===== src/verilog/decode_pkg.sv =====
// widths and depths for the fetch-to-decode front end
// opcode match/mask patterns for the reduced LoongArch32 subset
// op class, operand selector and privileged op enums
// pre-decode result and instruction buffer entry structs

`default_nettype none

package decode_pkg;

  // ==========================================================================
  // widths and depths
  // ==========================================================================
  localparam int FETCH_WIDTH  = 2;
  localparam int DECODE_WIDTH = 2;
  localparam int IBUF_DEPTH   = 8;
  localparam int IBUF_PTR_W   = 3;
  localparam int IBUF_CNT_W   = 4;
  localparam int XLEN         = 32;
  localparam int AREG_W       = 5;

  // link register for bl
  localparam logic [AREG_W-1:0] REG_RA = 5'd1;

  // ==========================================================================
  // opcode patterns
  // ==========================================================================
  typedef struct packed {
    logic [XLEN-1:0] match;
    logic [XLEN-1:0] mask;
  } opc_pat_t;

  localparam opc_pat_t OPC_ADD_W   = '{match: 32'h0010_0000, mask: 32'hFFFF_8000};
  localparam opc_pat_t OPC_ADDI_W  = '{match: 32'h0280_0000, mask: 32'hFFC0_0000};
  localparam opc_pat_t OPC_LD_W    = '{match: 32'h2880_0000, mask: 32'hFFC0_0000};
  localparam opc_pat_t OPC_ST_W    = '{match: 32'h2980_0000, mask: 32'hFFC0_0000};
  localparam opc_pat_t OPC_BEQ     = '{match: 32'h5800_0000, mask: 32'hFC00_0000};
  localparam opc_pat_t OPC_BL      = '{match: 32'h5400_0000, mask: 32'hFC00_0000};
  localparam opc_pat_t OPC_JIRL    = '{match: 32'h4C00_0000, mask: 32'hFC00_0000};
  // covers csrrd and csrwr too, told apart later by rj
  localparam opc_pat_t OPC_CSRXCHG = '{match: 32'h0400_0000, mask: 32'hFF00_0000};
  localparam opc_pat_t OPC_ERTN    = '{match: 32'h0648_3800, mask: 32'hFFFF_FFFF};

  // ==========================================================================
  // enums
  // ==========================================================================
  typedef enum logic [2:0] {
    OP_ALU,
    OP_MEM,
    OP_BR,
    OP_PRIV,
    OP_ILLEGAL
  } op_class_e;

  typedef enum logic [1:0] {
    SRC_R0,
    SRC_RD,
    SRC_RJ,
    SRC_RK
  } src_type_e;

  typedef enum logic [1:0] {
    DEST_R0,
    DEST_RD,
    DEST_JD,
    DEST_RA
  } dest_type_e;

  typedef enum logic [2:0] {
    PRIV_NONE,
    PRIV_CSR_READ,
    PRIV_CSR_WRITE,
    PRIV_CSR_XCHG,
    PRIV_ERTN
  } priv_op_e;

  // ==========================================================================
  // structs
  // ==========================================================================
  typedef struct packed {
    op_class_e  op_class;
    priv_op_e   priv_op;
    src_type_e  src0_type;
    src_type_e  src1_type;
    dest_type_e dest_type;
  } pre_oc_t;

  typedef struct packed {
    logic [XLEN-1:0] pc;
    logic [XLEN-1:0] instr;
    pre_oc_t         pre_oc;
  } ibuf_entry_t;

endpackage

`default_nettype wire


===== src/verilog/ibuf_rd_if.sv =====
// read port between the instruction buffer and the decode lanes
// buffer side drives valid and entries, decode side drives ready

`timescale 1ns/1ps
`default_nettype none

interface ibuf_rd_if
  import decode_pkg::*;
();

  // bit k high when k-th oldest entry is present
  logic        [DECODE_WIDTH-1:0] valid;
  ibuf_entry_t [DECODE_WIDTH-1:0] entry;
  // consume all valid lanes at once
  logic                           ready;

  modport buffer (
    output valid,
    output entry,
    input  ready
  );

  modport decoder (
    input  valid,
    input  entry,
    output ready
  );

endinterface

`default_nettype wire


===== src/verilog/pre_decoder.sv =====
// pre-decoder for one fetched instruction word
// classifies the opcode and picks operand-type selectors

`timescale 1ns/1ps
`default_nettype none

module pre_decoder
  import decode_pkg::*;
(
  input  logic [XLEN-1:0] instr_i,
  output pre_oc_t         pre_oc_o
);

  logic hit_add_w;
  logic hit_addi_w;
  logic hit_ld_w;
  logic hit_st_w;
  logic hit_beq;
  logic hit_bl;
  logic hit_jirl;
  logic hit_csr;
  logic hit_ertn;

  function automatic logic opc_hit(logic [XLEN-1:0] instr, opc_pat_t pat);
    return (instr & pat.mask) == pat.match;
  endfunction

  // ==========================================================================
  // pattern match
  // ==========================================================================
  assign hit_add_w  = opc_hit(instr_i, OPC_ADD_W);
  assign hit_addi_w = opc_hit(instr_i, OPC_ADDI_W);
  assign hit_ld_w   = opc_hit(instr_i, OPC_LD_W);
  assign hit_st_w   = opc_hit(instr_i, OPC_ST_W);
  assign hit_beq    = opc_hit(instr_i, OPC_BEQ);
  assign hit_bl     = opc_hit(instr_i, OPC_BL);
  assign hit_jirl   = opc_hit(instr_i, OPC_JIRL);
  assign hit_csr    = opc_hit(instr_i, OPC_CSRXCHG);
  assign hit_ertn   = opc_hit(instr_i, OPC_ERTN);

  // ==========================================================================
  // classification
  // ==========================================================================
  // pattern order is class, priv op, src0, src1 and dest
  always_comb begin
    priority case (1'b1)
      hit_add_w: begin
        pre_oc_o = '{OP_ALU, PRIV_NONE, SRC_RJ, SRC_RK, DEST_RD};
      end
      hit_addi_w: begin
        pre_oc_o = '{OP_ALU, PRIV_NONE, SRC_RJ, SRC_R0, DEST_RD};
      end
      hit_ld_w: begin
        pre_oc_o = '{OP_MEM, PRIV_NONE, SRC_RJ, SRC_R0, DEST_RD};
      end
      // store data comes from rd
      hit_st_w: begin
        pre_oc_o = '{OP_MEM, PRIV_NONE, SRC_RJ, SRC_RD, DEST_R0};
      end
      hit_beq: begin
        pre_oc_o = '{OP_BR, PRIV_NONE, SRC_RJ, SRC_RD, DEST_R0};
      end
      hit_bl: begin
        pre_oc_o = '{OP_BR, PRIV_NONE, SRC_R0, SRC_R0, DEST_RA};
      end
      hit_jirl: begin
        pre_oc_o = '{OP_BR, PRIV_NONE, SRC_RJ, SRC_R0, DEST_RD};
      end
      // refined to read/write/xchg in the decode lane
      hit_csr: begin
        pre_oc_o = '{OP_PRIV, PRIV_CSR_XCHG, SRC_RD, SRC_RJ, DEST_RD};
      end
      hit_ertn: begin
        pre_oc_o = '{OP_PRIV, PRIV_ERTN, SRC_R0, SRC_R0, DEST_R0};
      end
      default: begin
        pre_oc_o = '{OP_ILLEGAL, PRIV_NONE, SRC_R0, SRC_R0, DEST_R0};
      end
    endcase
  end

endmodule

`default_nettype wire


===== src/verilog/instr_buffer.sv =====
// circular FIFO instruction buffer with multi-lane ports
// in-order compacting write of up to two lanes per cycle
// two oldest entries exposed for read
// flush empties the buffer

`timescale 1ns/1ps
`default_nettype none

module instr_buffer
  import decode_pkg::*;
(
  input  logic                             clk,
  input  logic                             rst_n,
  input  logic                             flush_i,
  input  logic        [FETCH_WIDTH-1:0]    wr_valid_i,
  input  ibuf_entry_t [FETCH_WIDTH-1:0]    wr_entry_i,
  output logic                             wr_ready_o,
  ibuf_rd_if.buffer                        rd
);

  ibuf_entry_t           mem [IBUF_DEPTH];

  logic [IBUF_PTR_W-1:0] head_q;
  logic [IBUF_PTR_W-1:0] tail_q;
  logic [IBUF_CNT_W-1:0] count_q;

  logic [IBUF_PTR_W-1:0] wr_off [FETCH_WIDTH];
  logic [IBUF_CNT_W-1:0] wr_num;
  logic [IBUF_CNT_W-1:0] wr_acc;
  logic [IBUF_CNT_W-1:0] rd_num;
  logic                  wr_fire;

  // ==========================================================================
  // write side
  // ==========================================================================
  // room for a full group regardless of the offered valids
  assign wr_ready_o = count_q <= IBUF_CNT_W'(IBUF_DEPTH - FETCH_WIDTH);
  assign wr_fire    = wr_ready_o & ~flush_i;
  assign wr_acc     = wr_fire ? wr_num : '0;

  // each valid lane lands after the valid lanes below it
  always_comb begin
    wr_num = '0;
    for (int i = 0; i < FETCH_WIDTH; i++) begin
      wr_off[i] = wr_num[IBUF_PTR_W-1:0];
      wr_num    = wr_num + IBUF_CNT_W'(wr_valid_i[i]);
    end
  end

  always_ff @(posedge clk) begin
    if (wr_fire) begin
      for (int i = 0; i < FETCH_WIDTH; i++) begin
        if (wr_valid_i[i]) begin
          mem[tail_q + wr_off[i]] <= wr_entry_i[i];
        end
      end
    end
  end

  // ==========================================================================
  // read side
  // ==========================================================================
  always_comb begin
    rd_num = '0;
    for (int k = 0; k < DECODE_WIDTH; k++) begin
      rd.valid[k] = count_q > IBUF_CNT_W'(k);
      rd.entry[k] = mem[head_q + IBUF_PTR_W'(k)];
      // ready takes every valid lane at once
      if (rd.ready && rd.valid[k]) begin
        rd_num = rd_num + IBUF_CNT_W'(1);
      end
    end
  end

  // ==========================================================================
  // pointers and occupancy
  // ==========================================================================
  always_ff @(posedge clk or negedge rst_n) begin
    if (!rst_n) begin
      head_q  <= '0;
      tail_q  <= '0;
      count_q <= '0;
    end else if (flush_i) begin
      // flush wins over same-edge write and read
      head_q  <= '0;
      tail_q  <= '0;
      count_q <= '0;
    end else begin
      head_q  <= head_q + rd_num[IBUF_PTR_W-1:0];
      tail_q  <= tail_q + wr_acc[IBUF_PTR_W-1:0];
      count_q <= count_q + wr_acc - rd_num;
    end
  end

endmodule

`default_nettype wire


===== src/verilog/decode_lane.sv =====
// one decode lane fed from a buffered entry
// selects architectural register numbers and refines csr ops

`timescale 1ns/1ps
`default_nettype none

module decode_lane
  import decode_pkg::*;
(
  input  ibuf_entry_t       entry_i,
  output logic [XLEN-1:0]   pc_o,
  output op_class_e         op_o,
  output priv_op_e          priv_o,
  output logic [AREG_W-1:0] src0_o,
  output logic [AREG_W-1:0] src1_o,
  output logic [AREG_W-1:0] dest_o
);

  logic [AREG_W-1:0] rd;
  logic [AREG_W-1:0] rj;
  logic [AREG_W-1:0] rk;

  function automatic logic [AREG_W-1:0] sel_src(
    src_type_e         sel,
    logic [AREG_W-1:0] f_rd,
    logic [AREG_W-1:0] f_rj,
    logic [AREG_W-1:0] f_rk
  );
    case (sel)
      SRC_RD:  return f_rd;
      SRC_RJ:  return f_rj;
      SRC_RK:  return f_rk;
      default: return '0;
    endcase
  endfunction

  // instruction fields
  assign rd = entry_i.instr[4:0];
  assign rj = entry_i.instr[9:5];
  assign rk = entry_i.instr[14:10];

  assign pc_o   = entry_i.pc;
  assign op_o   = entry_i.pre_oc.op_class;
  assign src0_o = sel_src(entry_i.pre_oc.src0_type, rd, rj, rk);
  assign src1_o = sel_src(entry_i.pre_oc.src1_type, rd, rj, rk);

  always_comb begin
    case (entry_i.pre_oc.dest_type)
      DEST_RD: dest_o = rd;
      // rj or-ed with rd
      DEST_JD: dest_o = rj | rd;
      DEST_RA: dest_o = REG_RA;
      default: dest_o = '0;
    endcase
  end

  // csrrd is rj=0, csrwr is rj=1, else a real exchange
  always_comb begin
    priv_o = entry_i.pre_oc.priv_op;
    if (entry_i.pre_oc.priv_op == PRIV_CSR_XCHG) begin
      if (rj == AREG_W'(0)) begin
        priv_o = PRIV_CSR_READ;
      end else if (rj == AREG_W'(1)) begin
        priv_o = PRIV_CSR_WRITE;
      end
    end
  end

endmodule

`default_nettype wire


===== src/verilog/decode_front.sv =====
// decode front end top level
// pre-decoders per fetch lane, instruction buffer, decode lanes

`timescale 1ns/1ps
`default_nettype none

module decode_front
  import decode_pkg::*;
(
  input  logic                                        clk,
  input  logic                                        rst_n,
  // fetch side
  input  logic [FETCH_WIDTH-1:0]                      fetch_valid_i,
  input  logic [FETCH_WIDTH-1:0][XLEN-1:0]            fetch_pc_i,
  input  logic [FETCH_WIDTH-1:0][XLEN-1:0]            fetch_instr_i,
  output logic                                        fetch_ready_o,
  input  logic                                        flush_i,
  // decode side
  output logic [DECODE_WIDTH-1:0]                     dec_valid_o,
  input  logic                                        dec_ready_i,
  output logic [DECODE_WIDTH-1:0][XLEN-1:0]           dec_pc_o,
  output logic [DECODE_WIDTH-1:0][$bits(op_class_e)-1:0] dec_op_o,
  output logic [DECODE_WIDTH-1:0][$bits(priv_op_e)-1:0]  dec_priv_o,
  output logic [DECODE_WIDTH-1:0][AREG_W-1:0]         dec_src0_o,
  output logic [DECODE_WIDTH-1:0][AREG_W-1:0]         dec_src1_o,
  output logic [DECODE_WIDTH-1:0][AREG_W-1:0]         dec_dest_o
);

  pre_oc_t     [FETCH_WIDTH-1:0] pre_oc;
  ibuf_entry_t [FETCH_WIDTH-1:0] wr_entry;

  ibuf_rd_if rd_if ();

  // ==========================================================================
  // pre-decode and entry packing
  // ==========================================================================
  for (genvar i = 0; i < FETCH_WIDTH; i++) begin : g_pre
    pre_decoder i_pre_decoder (
      .instr_i  (fetch_instr_i[i]),
      .pre_oc_o (pre_oc[i])
    );

    assign wr_entry[i] = '{pc: fetch_pc_i[i], instr: fetch_instr_i[i], pre_oc: pre_oc[i]};
  end

  // ==========================================================================
  // instruction buffer
  // ==========================================================================
  assign rd_if.ready = dec_ready_i;
  assign dec_valid_o = rd_if.valid;

  instr_buffer i_instr_buffer (
    .clk        (clk),
    .rst_n      (rst_n),
    .flush_i    (flush_i),
    .wr_valid_i (fetch_valid_i),
    .wr_entry_i (wr_entry),
    .wr_ready_o (fetch_ready_o),
    .rd         (rd_if.buffer)
  );

  // ==========================================================================
  // decode lanes
  // ==========================================================================
  for (genvar k = 0; k < DECODE_WIDTH; k++) begin : g_dec
    decode_lane i_decode_lane (
      .entry_i (rd_if.entry[k]),
      .pc_o    (dec_pc_o[k]),
      .op_o    (dec_op_o[k]),
      .priv_o  (dec_priv_o[k]),
      .src0_o  (dec_src0_o[k]),
      .src1_o  (dec_src1_o[k]),
      .dest_o  (dec_dest_o[k])
    );
  end

endmodule

`default_nettype wire


===== config.mk =====
export PLATFORM = sky130hd
export DESIGN_NAME = decode_front
export DESIGN_NICKNAME = d
export VERILOG_FILES = /design/src/verilog/decode_pkg.sv /design/src/verilog/ibuf_rd_if.sv /design/src/verilog/pre_decoder.sv /design/src/verilog/instr_buffer.sv /design/src/verilog/decode_lane.sv /design/src/verilog/decode_front.sv
export SDC_FILE = /design/constraint.sdc
export NUM_CORES = 1
export LEC_CHECK = 0
export ABC_AREA = 1
export BUFFER_PORTS_ARGS = -buffer_cell sky130_fd_sc_hd__buf_4
export CAP_MARGIN = 20
export CORE_AREA = 2 2 268 270
export DETAILED_ROUTE_END_ITERATION = 12
export DIE_AREA = 0 0 270 272
export MAX_ROUTING_LAYER = met4
export SYNTH_ARGS = -nofsm -noshare
export SYNTH_HDL_FRONTEND = slang
export SYNTH_SLANG_ARGS = --single-unit

===== constraint.sdc =====
create_clock -name clk -period 5.9 [get_ports clk]
set_clock_uncertainty 0.05 [all_clocks]
set_input_delay 0.295 -clock clk [delete_from_list [all_inputs] [get_ports clk]]
set_output_delay 0.295 -clock clk [all_outputs]
set_load 0.005 [all_outputs]

* Yosys cells after proc, flatten, opt, wreduce, memory -nomap -nowiden
Memories as Yosys holds them, arrays and structs flattened.
Index checks and enable logic that the tools add are counted.
** Word-level totals
- Flip-flop bits (word level) :: 10
- Bits in latches :: 0
- RAM bits :: 608
- Bits in read-only memories :: 0
- Input port bits :: 134
- Output and inout port bits :: 109
- Word-level logic and storage cells :: 105
- Memories kept :: 1
** Memories
- i_instr_buffer.mem :: words 8, width 76, read ports 2, clocked after Yosys merged registers in 0, write ports 2, line instr_buffer.sv:21 : ibuf_entry_t mem [IBUF_DEPTH];
** Operators by class
- Add/sub/neg operators :: 8
- $mul :: 0
- Divide/modulo/power cells :: 0
- Magnitude comparators :: 3
- Equal/unequal tests :: 40
- Shift operators :: 0
- Multiplexer cells :: 42
- Bitwise operators :: 4
- Reductions and logical operators :: 4
** Operators by type and width (count)
- $mux 12 :: 18
- $pmux 5 s3 :: 6
- $eq 32x27->1 const B :: 2
- $eq 10x8->1 const B :: 4
- $eq 6x5->1 const B :: 6
- $eq 17x6->1 const B :: 2
- $eq 2x2->1 const B :: 12
- $mux 3 :: 8
- $eq 10x4->1 const B :: 2
- $eq 8x3->1 const B :: 2
- $eq 2x1->1 const B :: 6
- $eq 5x1->1 const B :: 2
- $logic_not 5->1 :: 2
- $or 5x5->5 :: 2
- $gt 4x1->1 const B :: 2
- $mux 4 :: 2
- $mux 1 :: 7
- $add 3x3->3 :: 2
- $eq 3x2->1 const B :: 2
- $add 4x4->4 :: 1
- $le 4x3->1 const B :: 1
- $sub 4x4->4 :: 1
- $add 3x1->3 :: 1
- $add 3x1->3 const B :: 1
- other kinds (6) :: 7

* Logic depth before layout (Yosys ltp)
Gate-level depths: netlist of run 1.
- Depth after elaboration :: 10
- Mapped depth :: 14
- Gate-level depth less buffers :: 13

* Cells and area by module
A second synthesis of run 1 with hierarchy kept.
** Second synthesis, totals
- Cells, all modules :: 5918
- Area, all modules :: 42228.0 µm²
** Modules (own cells, without submodules)
- instr_buffer :: instances 1, cells each 5433, area each 39880.7 µm², sequential area each 18507.8 µm²
- decode_lane :: instances 2, cells each 121, area each 621.8 µm², sequential area each 0.0 µm²
- pre_decoder (g_pre[1].i_pre_decoder) :: instances 1, cells each 128, area each 593.1 µm², sequential area each 0.0 µm²
- pre_decoder (g_pre[0].i_pre_decoder) :: instances 1, cells each 115, area each 510.5 µm², sequential area each 0.0 µm²

* Worst setup path after synthesis of run 1
No wires, ideal clock.
- Kind :: register to register
- From :: reg i_instr_buffer.count_q[3]
- To :: mem i_instr_buffer.mem[0][0] (netlist bit), enable pin
- Setup time :: 0.551 ns
- Data arrival time :: 5.278 ns
- Required time :: 5.299 ns
- Slack :: 0.022 ns
- Cell stages (with the launch flop) :: 10
- Path buffers :: 0
- Period minus slack after synthesis :: 5.878 ns
- Path through :: dfrtp_1 -> inv_1 -> ha_1 -> nand2_1 -> nor2_1 -> a21oi_2 -> nand2_2 -> nor2_1 -> nand3_1 -> o21ai_0
** RTL lines
- start, declared :: line instr_buffer.sv:25 : logic [IBUF_CNT_W-1:0] count_q;
- start signal, assigned :: line instr_buffer.sv:91 : count_q <= count_q + wr_acc - rd_num;
- end, declared :: line instr_buffer.sv:21

==> metrics.csv, run 1 <==
metric,value,unit
highest_clock_rate,0.2270,GHz
path_delay_family,buffers and inverters,
design.die.area,73440,um^2
initial_core_util,0.4168,
port_buffers,242,
detail_route.wl_per_cell,20.77,um
detailed_place_hpwl,61.51,mm
layoutNonFillerInstCount,4919,
critical_path_fanout_max,61,
worstHoldPathType,in2async,
post_synth_mux_area_share,0.0003394,
post_dp_cell_area,31440,um^2
global_route_wire_length_before_repair,152.6,mm
vias_in_the_first_global_route,25259,
drtPass1Iterations,6,
die_h,272,um
ys.warnings.count,0,
worst_max_slew_margin_expressed_relative_to_the_limit,0.2520,
pin_count_of_the_biggest_net_entering_global_routing,241,
synthFlopType,edfxtp_1,
finalHoldViolations,0,
critical_path_class,reg2out,
cap_violations,0,
synthCells,3869,
cts_tree,yes,
clock_sink_count,466,
ys_seq_elements,466,
worst_path_bufs_invs,3,
timing.final.crit_period,4.404,ns
globalRouteMet1Util,0.3605,
routed_wirelength,102.2,mm
mappedNetlistNets,4020,
drive_gt1_frac,0.09829,
cts-buffers-inserted,54,
critical_path.cell_chain,ha_4 > inv_4 > buf_4 > o21ai_0 > o22ai_1 > nand2_1 > nand2_1 > nand3_1 > nand3_1 > buf_4,
status,"finished, final reports clean",
grt_remaining_overflow,0,
synth_top_family_by_area,simple AND/OR/NAND/NOR gates,
crit_path_end_kind,primary output,
critical-path-slowest-cell,dfrtp_4,
clk_pin_slew,0.06,ns
floorplan_core_area,70750,um^2
regToRegSetupSlack,1.85,ns
synth_seq_area_share,0.4728,
cts_max_level,2,
clock_insertion_delay_worst_skew,0.61,ns
final-max-slew-violation-count,0,
gr-usage-met2,0.4554,
critical-path-max-stage-delay,0.84,ns
layout.filler_cells,6899,
post_synth_xor_area_fraction,0.001145,
totalNegativeSetupSlack,0,ns
post-cts-setup-buffers,0,
post-place-cells,4784,
synth_enable_flop_cells,456,
fin_crit_sh,0.7465,
critical_path.startpoint_type,flip-flop,
synth_cell_type_count,42,
avgSynthCellArea,7.623,um^2
synth.cell_area,29490,um^2
ant_nets,0,
synthSimpleGateAreaFrac,0.2130,
groute.layer.met3.usage,0.03385,
detail_route.drc_violations,0,
post-route-cell-area,33420,um^2
routed_via_density,5.564,
vias,27370,
boundaryPins,243,
synth-compound-area-share,0.2102,
p_per_area,467.0,nW/um^2
crit_arrival,4.06,ns
grt.busiest_layer,met2,
floorplan.die.width,270,um
groute.usage.overall,0.2788,
unrepaired_setup_endpoints_after_global_routing,false,
finalSetupViolations,0,
place_congestion,0.9019,
cp_data_required_time,5.56,ns
floorplan.rows,98,
drt_iter0_drc,2768,
leak_pwr,13.92,nW
worst_pin_slew,1.122,ns
num-nets-final,4080,
synthArstFlopShare,0.02146,
antenna_found_initial,1,
clock_root_buffer,clkbuf_16,
clock_tree_buffer_depth,3,
areaGrowthSynthToFinish,13.33,%
vdd.ir_drop.worst,0.0005000,V
synth_adder_area_share,0.008230,
stage by stage:
step | hold slack, ns | setup slack (ns) | power, W | util
floorplan | -0.05059 | 0.02151 | 0.008836 | -
global placement | 0.09321 | 1.902 | 0.01238 | 0.4444
detailed placement | 0.09381 | 1.849 | 0.01240 | 0.4444
CTS | 0.001471 | 1.527 | 0.01557 | 0.4724
global route | 0.03667 | 1.337 | 0.01649 | 0.4724
finish | 0.01895 | 1.496 | 0.01561 | 0.4724
Yosys cell counts (all sizes together) (10+ instances only):
cell type  count  area [um^2]
a31oi         71        444.2
o21ai        821         4113
inv          337         1265
nand4         18        112.6
a21oi        222         1115
o211ai        64        480.5
edfxtp       456        13690
nand3        193        970.9
nand2       1047         3950
buf          175        967.2
ha            13        162.7
dfrtp         10        250.2
nor2         273         1162
clkbuf       139        545.5
report_power, final:
group / total (W) / internal [W] / switching, W
Clock: 0.00317 / 0.00176 / 0.00141
Combinational: 0.00838 / 0.00289 / 0.00550
Sequential: 0.00406 / 0.00388 / 0.000177
Total: 0.0156 / 0.00853 / 0.00708
path summary, 6_finish.rpt:
path                                          start  cells after the start                        end
setup / recovery           i_instr_buffer.head_q[0]                     10              dec_src1_o[9]
hold / removal                                rst_n                      2   i_instr_buffer.head_q[2]
setup reg to reg           i_instr_buffer.tail_q[0]                      9  i_instr_buffer.mem[2][22]
hold reg to reg            i_instr_buffer.tail_q[2]                      2   i_instr_buffer.tail_q[2]
max in group asynchronous                     rst_n                      2   i_instr_buffer.head_q[0]
min in group clk                  fetch_instr_i[36]                      3  i_instr_buffer.mem[6][16]
worst reg2reg max path, delay by kind of cell (launching register included):
| family | cells | cell delay, ns |
|---|---|---|
| buffers and inverters | 2 | 1.37 |
| and+or+nand+nor | 4 | 0.95 |
| DFF | 1 | 0.55 |
| adders and majority gates | 2 | 0.47 |
| AOI/OAI and AO/OA | 1 | 0.27 |
cell families after synthesis:
group / count (synthesis)
xor gates and xnor gates: 3
buffers and inverters: 652
muxes: 1
AOI/OAI and AO/OA: 1185
and+or+nand+nor: 1545
adders and majority gates: 17
DFF: 466
flip-flops by register name, summed over array words and instances (netlist names):
register                flops
i_instr_buffer.mem        456
i_instr_buffer.tail_q       3
i_instr_buffer.count_q      4
i_instr_buffer.head_q       3
per-layer routing:
| layer | vias to the layer above | share of wire |
|---|---|---|
| li1 | 13233 | - |
| met1 | 12799 | 0.42 |
| met2 | 1140 | 0.48 |
| met3 | 198 | 0.075 |
| met4 | 0 | 0.030 |
| met5 | - | 0 |
what timing repair did:
| item | 4_1_cts | 5_1_grt |
|---|---|---|
| hold buffers | 39 | 0 |
| hold endpoints to repair | 292 | 0 |
| resized for setup | 0 | 0 |
placed cells by master, fill, tap and decap left out, types with 12 or more instances in the layout:
cell and count:
nand2_1 1043, o21ai_0 589, edfxtp_1 456, inv_1 324
buf_4 277, nor2_1 264, o21ai_1 223, a21oi_1 221
nand3_1 192, a31oi_1 71, o211ai_1 64, clkbuf_16 54
dlygate4sd3_1 39, nand4_1 18, clkinv_2 15, clkbuf_1 15
clkinv_1 14, ha_1 12
cell type report:
type                            instances  area, um^2  area share
Antenna cell                            1       2.502  0.00007487
Timing Repair Buffer                  318        2510     0.07509
Inverter                              338        1290     0.03859
Sequential cell                       466       13950      0.4174
Clock buffer                           69        1408     0.04211
Clock inverter                         26       185.2    0.005540
Multi-Input combinational cell       2751       12890      0.3856
Tap cell                              950        1189     0.03556
Note: power is estimated with default switching activity, not from simulation.
==> run 2: changes to the inputs <==
==> constraint.sdc (replaced) <==
create_clock -name clk -period 3.9 [get_ports clk]
set_clock_uncertainty 0.05 [all_clocks]
set_input_delay 0.195 -clock clk [delete_from_list [all_inputs] [get_ports clk]]
set_output_delay 0.195 -clock clk [all_outputs]
set_load 0.005 [all_outputs]
==> run 2 against run 1 <==
Design area up 4.2%. Non-clock buffer count up 97. Combinational power up 55%. Sequential power up 48%. Hold slack worse by 0.00083 ns. Sequential share of layout area down 1.7 points. Clock power up 65%. Global-route usage up 0.21 points. Wire length up 1.1%. Core utilization up 2.0 points. Critical path depth up 1. Register-to-register slack worse by 1.6 ns. Critical endpoint is now dec_src0_o[9]. Largest cell class unchanged. Largest power group unchanged.
==> metrics.csv, run 2 (synthesis gave the netlist of run 1 again) <==
metric,value,unit,change
routed_via_density,5.546,,was 5.564
grt_remaining_overflow,0,,unchanged
post-cts-setup-buffers,0,,unchanged
floorplan_core_area,70750,um^2,unchanged
detail_route.drc_violations,0,,unchanged
design.die.area,73440,um^2,unchanged
die_h,272,um,unchanged
num-nets-final,4176,,was 4080
clock_root_buffer,clkbuf_16,,unchanged
leading_cell_type_in_the_layout_fill_and_taps_excluded,nand2_1,,unchanged
pin_count_of_the_biggest_net_entering_global_routing,206,,was 241
drive_gt1_frac,0.1032,,was 0.09829
cts-buffers-inserted,53,,was 54
cts_tree,yes,,unchanged
clock_insertion_delay_worst_skew,0.60,ns,was 0.61 ns
drt_iter0_drc,3045,,was 2768
floorplan.die.width,270,um,unchanged
cts_max_level,2,,unchanged
worst_pin_slew,1.174,ns,was 1.122 ns
antenna_found_initial,1,,unchanged
place_congestion,0.9440,,was 0.9019
final-max-slew-violation-count,0,,unchanged
vias,27833,,was 27370
detail_route.wl_per_cell,20.59,um,was 20.77 um
crit_arrival,3.45,ns,was 4.06 ns
routed_wirelength,103.3,mm,was 102.2 mm
critical_path_fanout_max,33,,was 61
status,"finished, final reports clean",,unchanged
vias_in_the_first_global_route,25386,,was 25259
timing.final.crit_period,3.695,ns,
clock_tree_buffer_depth,3,,unchanged
largest_register_ff_count,456,,unchanged
areaGrowthSynthToFinish,18.09,%,was 13.33%
unrepaired_setup_endpoints_after_global_routing,false,,unchanged
fin_crit_sh,0.9474,,
ant_nets,0,,unchanged
post_dp_cell_area,31910,um^2,was 31440 um^2
finalSetupViolations,0,,unchanged
clk_pin_slew,0.06,ns,about the same
finalHoldViolations,0,,unchanged
crit_path_end_kind,primary output,,unchanged
post-place-cells,4807,,was 4784
drtPass1Iterations,6,,unchanged
boundaryPins,243,,unchanged
layout_setup_ws,0.2052,ns,was 1.496 ns
post-route-util,0.4922,,was 0.4724
highest_clock_rate,0.2707,GHz,
post-route-cell-area,34830,um^2,was 33420 um^2
initial_core_util,0.4168,,unchanged
groute.usage.overall,0.2809,,was 0.2788
detailed_place_hpwl,62.14,mm,was 61.51 mm
totalPowerFinal,0.02428,W,was 0.01561 W
critical_path_class,reg2out,,unchanged
worst_max_slew_margin_expressed_relative_to_the_limit,0.2176,,was 0.2520
port_buffers,242,,unchanged
mostFrequentLayoutCells,"nand2_1, o21ai_0, edfxtp_1",,unchanged
placement.setup.worst_slack,0.7688,ns,was 1.849 ns
cap_violations,0,,unchanged
p_per_area,697.1,nW/um^2,was 467.0 nW/um^2
layoutNonFillerInstCount,5019,,was 4919
cp_data_required_time,3.65,ns,was 5.56 ns
clock_sink_count,466,,unchanged
critical_path.startpoint_type,flip-flop,,unchanged
global_route_wire_length_before_repair,154.4,mm,was 152.6 mm
leak_pwr,14.54,nW,was 13.92 nW
vdd.ir_drop.worst,0.0005135,V,was 0.0005000 V
floorplan.rows,98,,unchanged
worstHoldPathType,in2reg,,was in2async
[run 2: changes by cell type in the layout (fill, tap and decap cells not counted), moves of 3 or more]
cell	delta
dlygate4sd3_1	+74
buf_12	+25
bufinv_16	+6
buf_4	-3
clkbuf_1	-3
[run 2: where the power goes]
group	leakage, nW	internal [W]	switching, W
Combinational	9.39	0.00459	0.00844
Clock	0.861	0.00307	0.00217
Sequential	4.29	0.00587	0.000146
Total	14.5	0.0135	0.0107
[run 2: timing repair]
action | 4_1_cts | 5_1_grt
endpoints found under the hold margin | 396 | 0
hold buffers | 113 | 0
resized for setup | 0 | 2
endpoints found under the setup margin | 0 | 6
[run 2: path summary, 6_finish.rpt]
kind,start,to,slack (ns),cells after the start
setup / recovery,i_instr_buffer.head_q[0],dec_src0_o[9],0.21,11
hold / removal,fetch_pc_i[37],i_instr_buffer.mem[5][49],0.02,3
setup reg to reg,i_instr_buffer.tail_q[0],i_instr_buffer.mem[2][54],0.23,10
hold reg to reg,i_instr_buffer.tail_q[2],i_instr_buffer.tail_q[2],0.61,2
max in group asynchronous,rst_n,i_instr_buffer.head_q[1],2.84,3
min in group asynchronous,rst_n,i_instr_buffer.count_q[0],0.57,3
[run 2: routing by layer]
layer | vias up | share of wire | GRT usage | routed length (um)
li1 | 13413 | - | - | -
met1 | 13015 | 0.42 | 0.3680 | 43520
met4 | 0 | 0.031 | 0.08947 | 3167
met2 | 1216 | 0.48 | 0.4607 | 49320
met3 | 189 | 0.071 | 0.02662 | 7332
met5 | - | 0 | - | 0
[run 2: through the flow]
stage | hold slack [ns] | setup TNS, ns
floorplan | -0.1506 | -204.87
global route | 0.04163 | 0
detailed placement | -0.006461 | 0
finish | 0.01813 | 0
global placement | -0.005399 | 0
CTS | 0.001257 | 0
[run 2: final cells by class]
type | count | area [um^2]
well taps | 950 | 1189
flip-flops and latches | 466 | 13950
clock inverters | 32 | 379.1
fillers | 6864 | 35920
diodes | 1 | 2.502
clock buffers | 66 | 1396
inverters | 338 | 1290
multi-input cells | 2751 | 12880
repair buffers | 415 | 3740
[run 2: critical path, cell delays in order, from the launching register on]
cell     delay (ns)
dfrtp_4        0.58
ha_4           0.39
inv_4          0.43
nor2_1         0.09
o21ai_0        0.09
nand2_1        0.08
nand2_1        0.06
nand2_1        0.33
nor2_1         0.43
nand2_1        0.10
nand3_1        0.12
buf_4          0.12
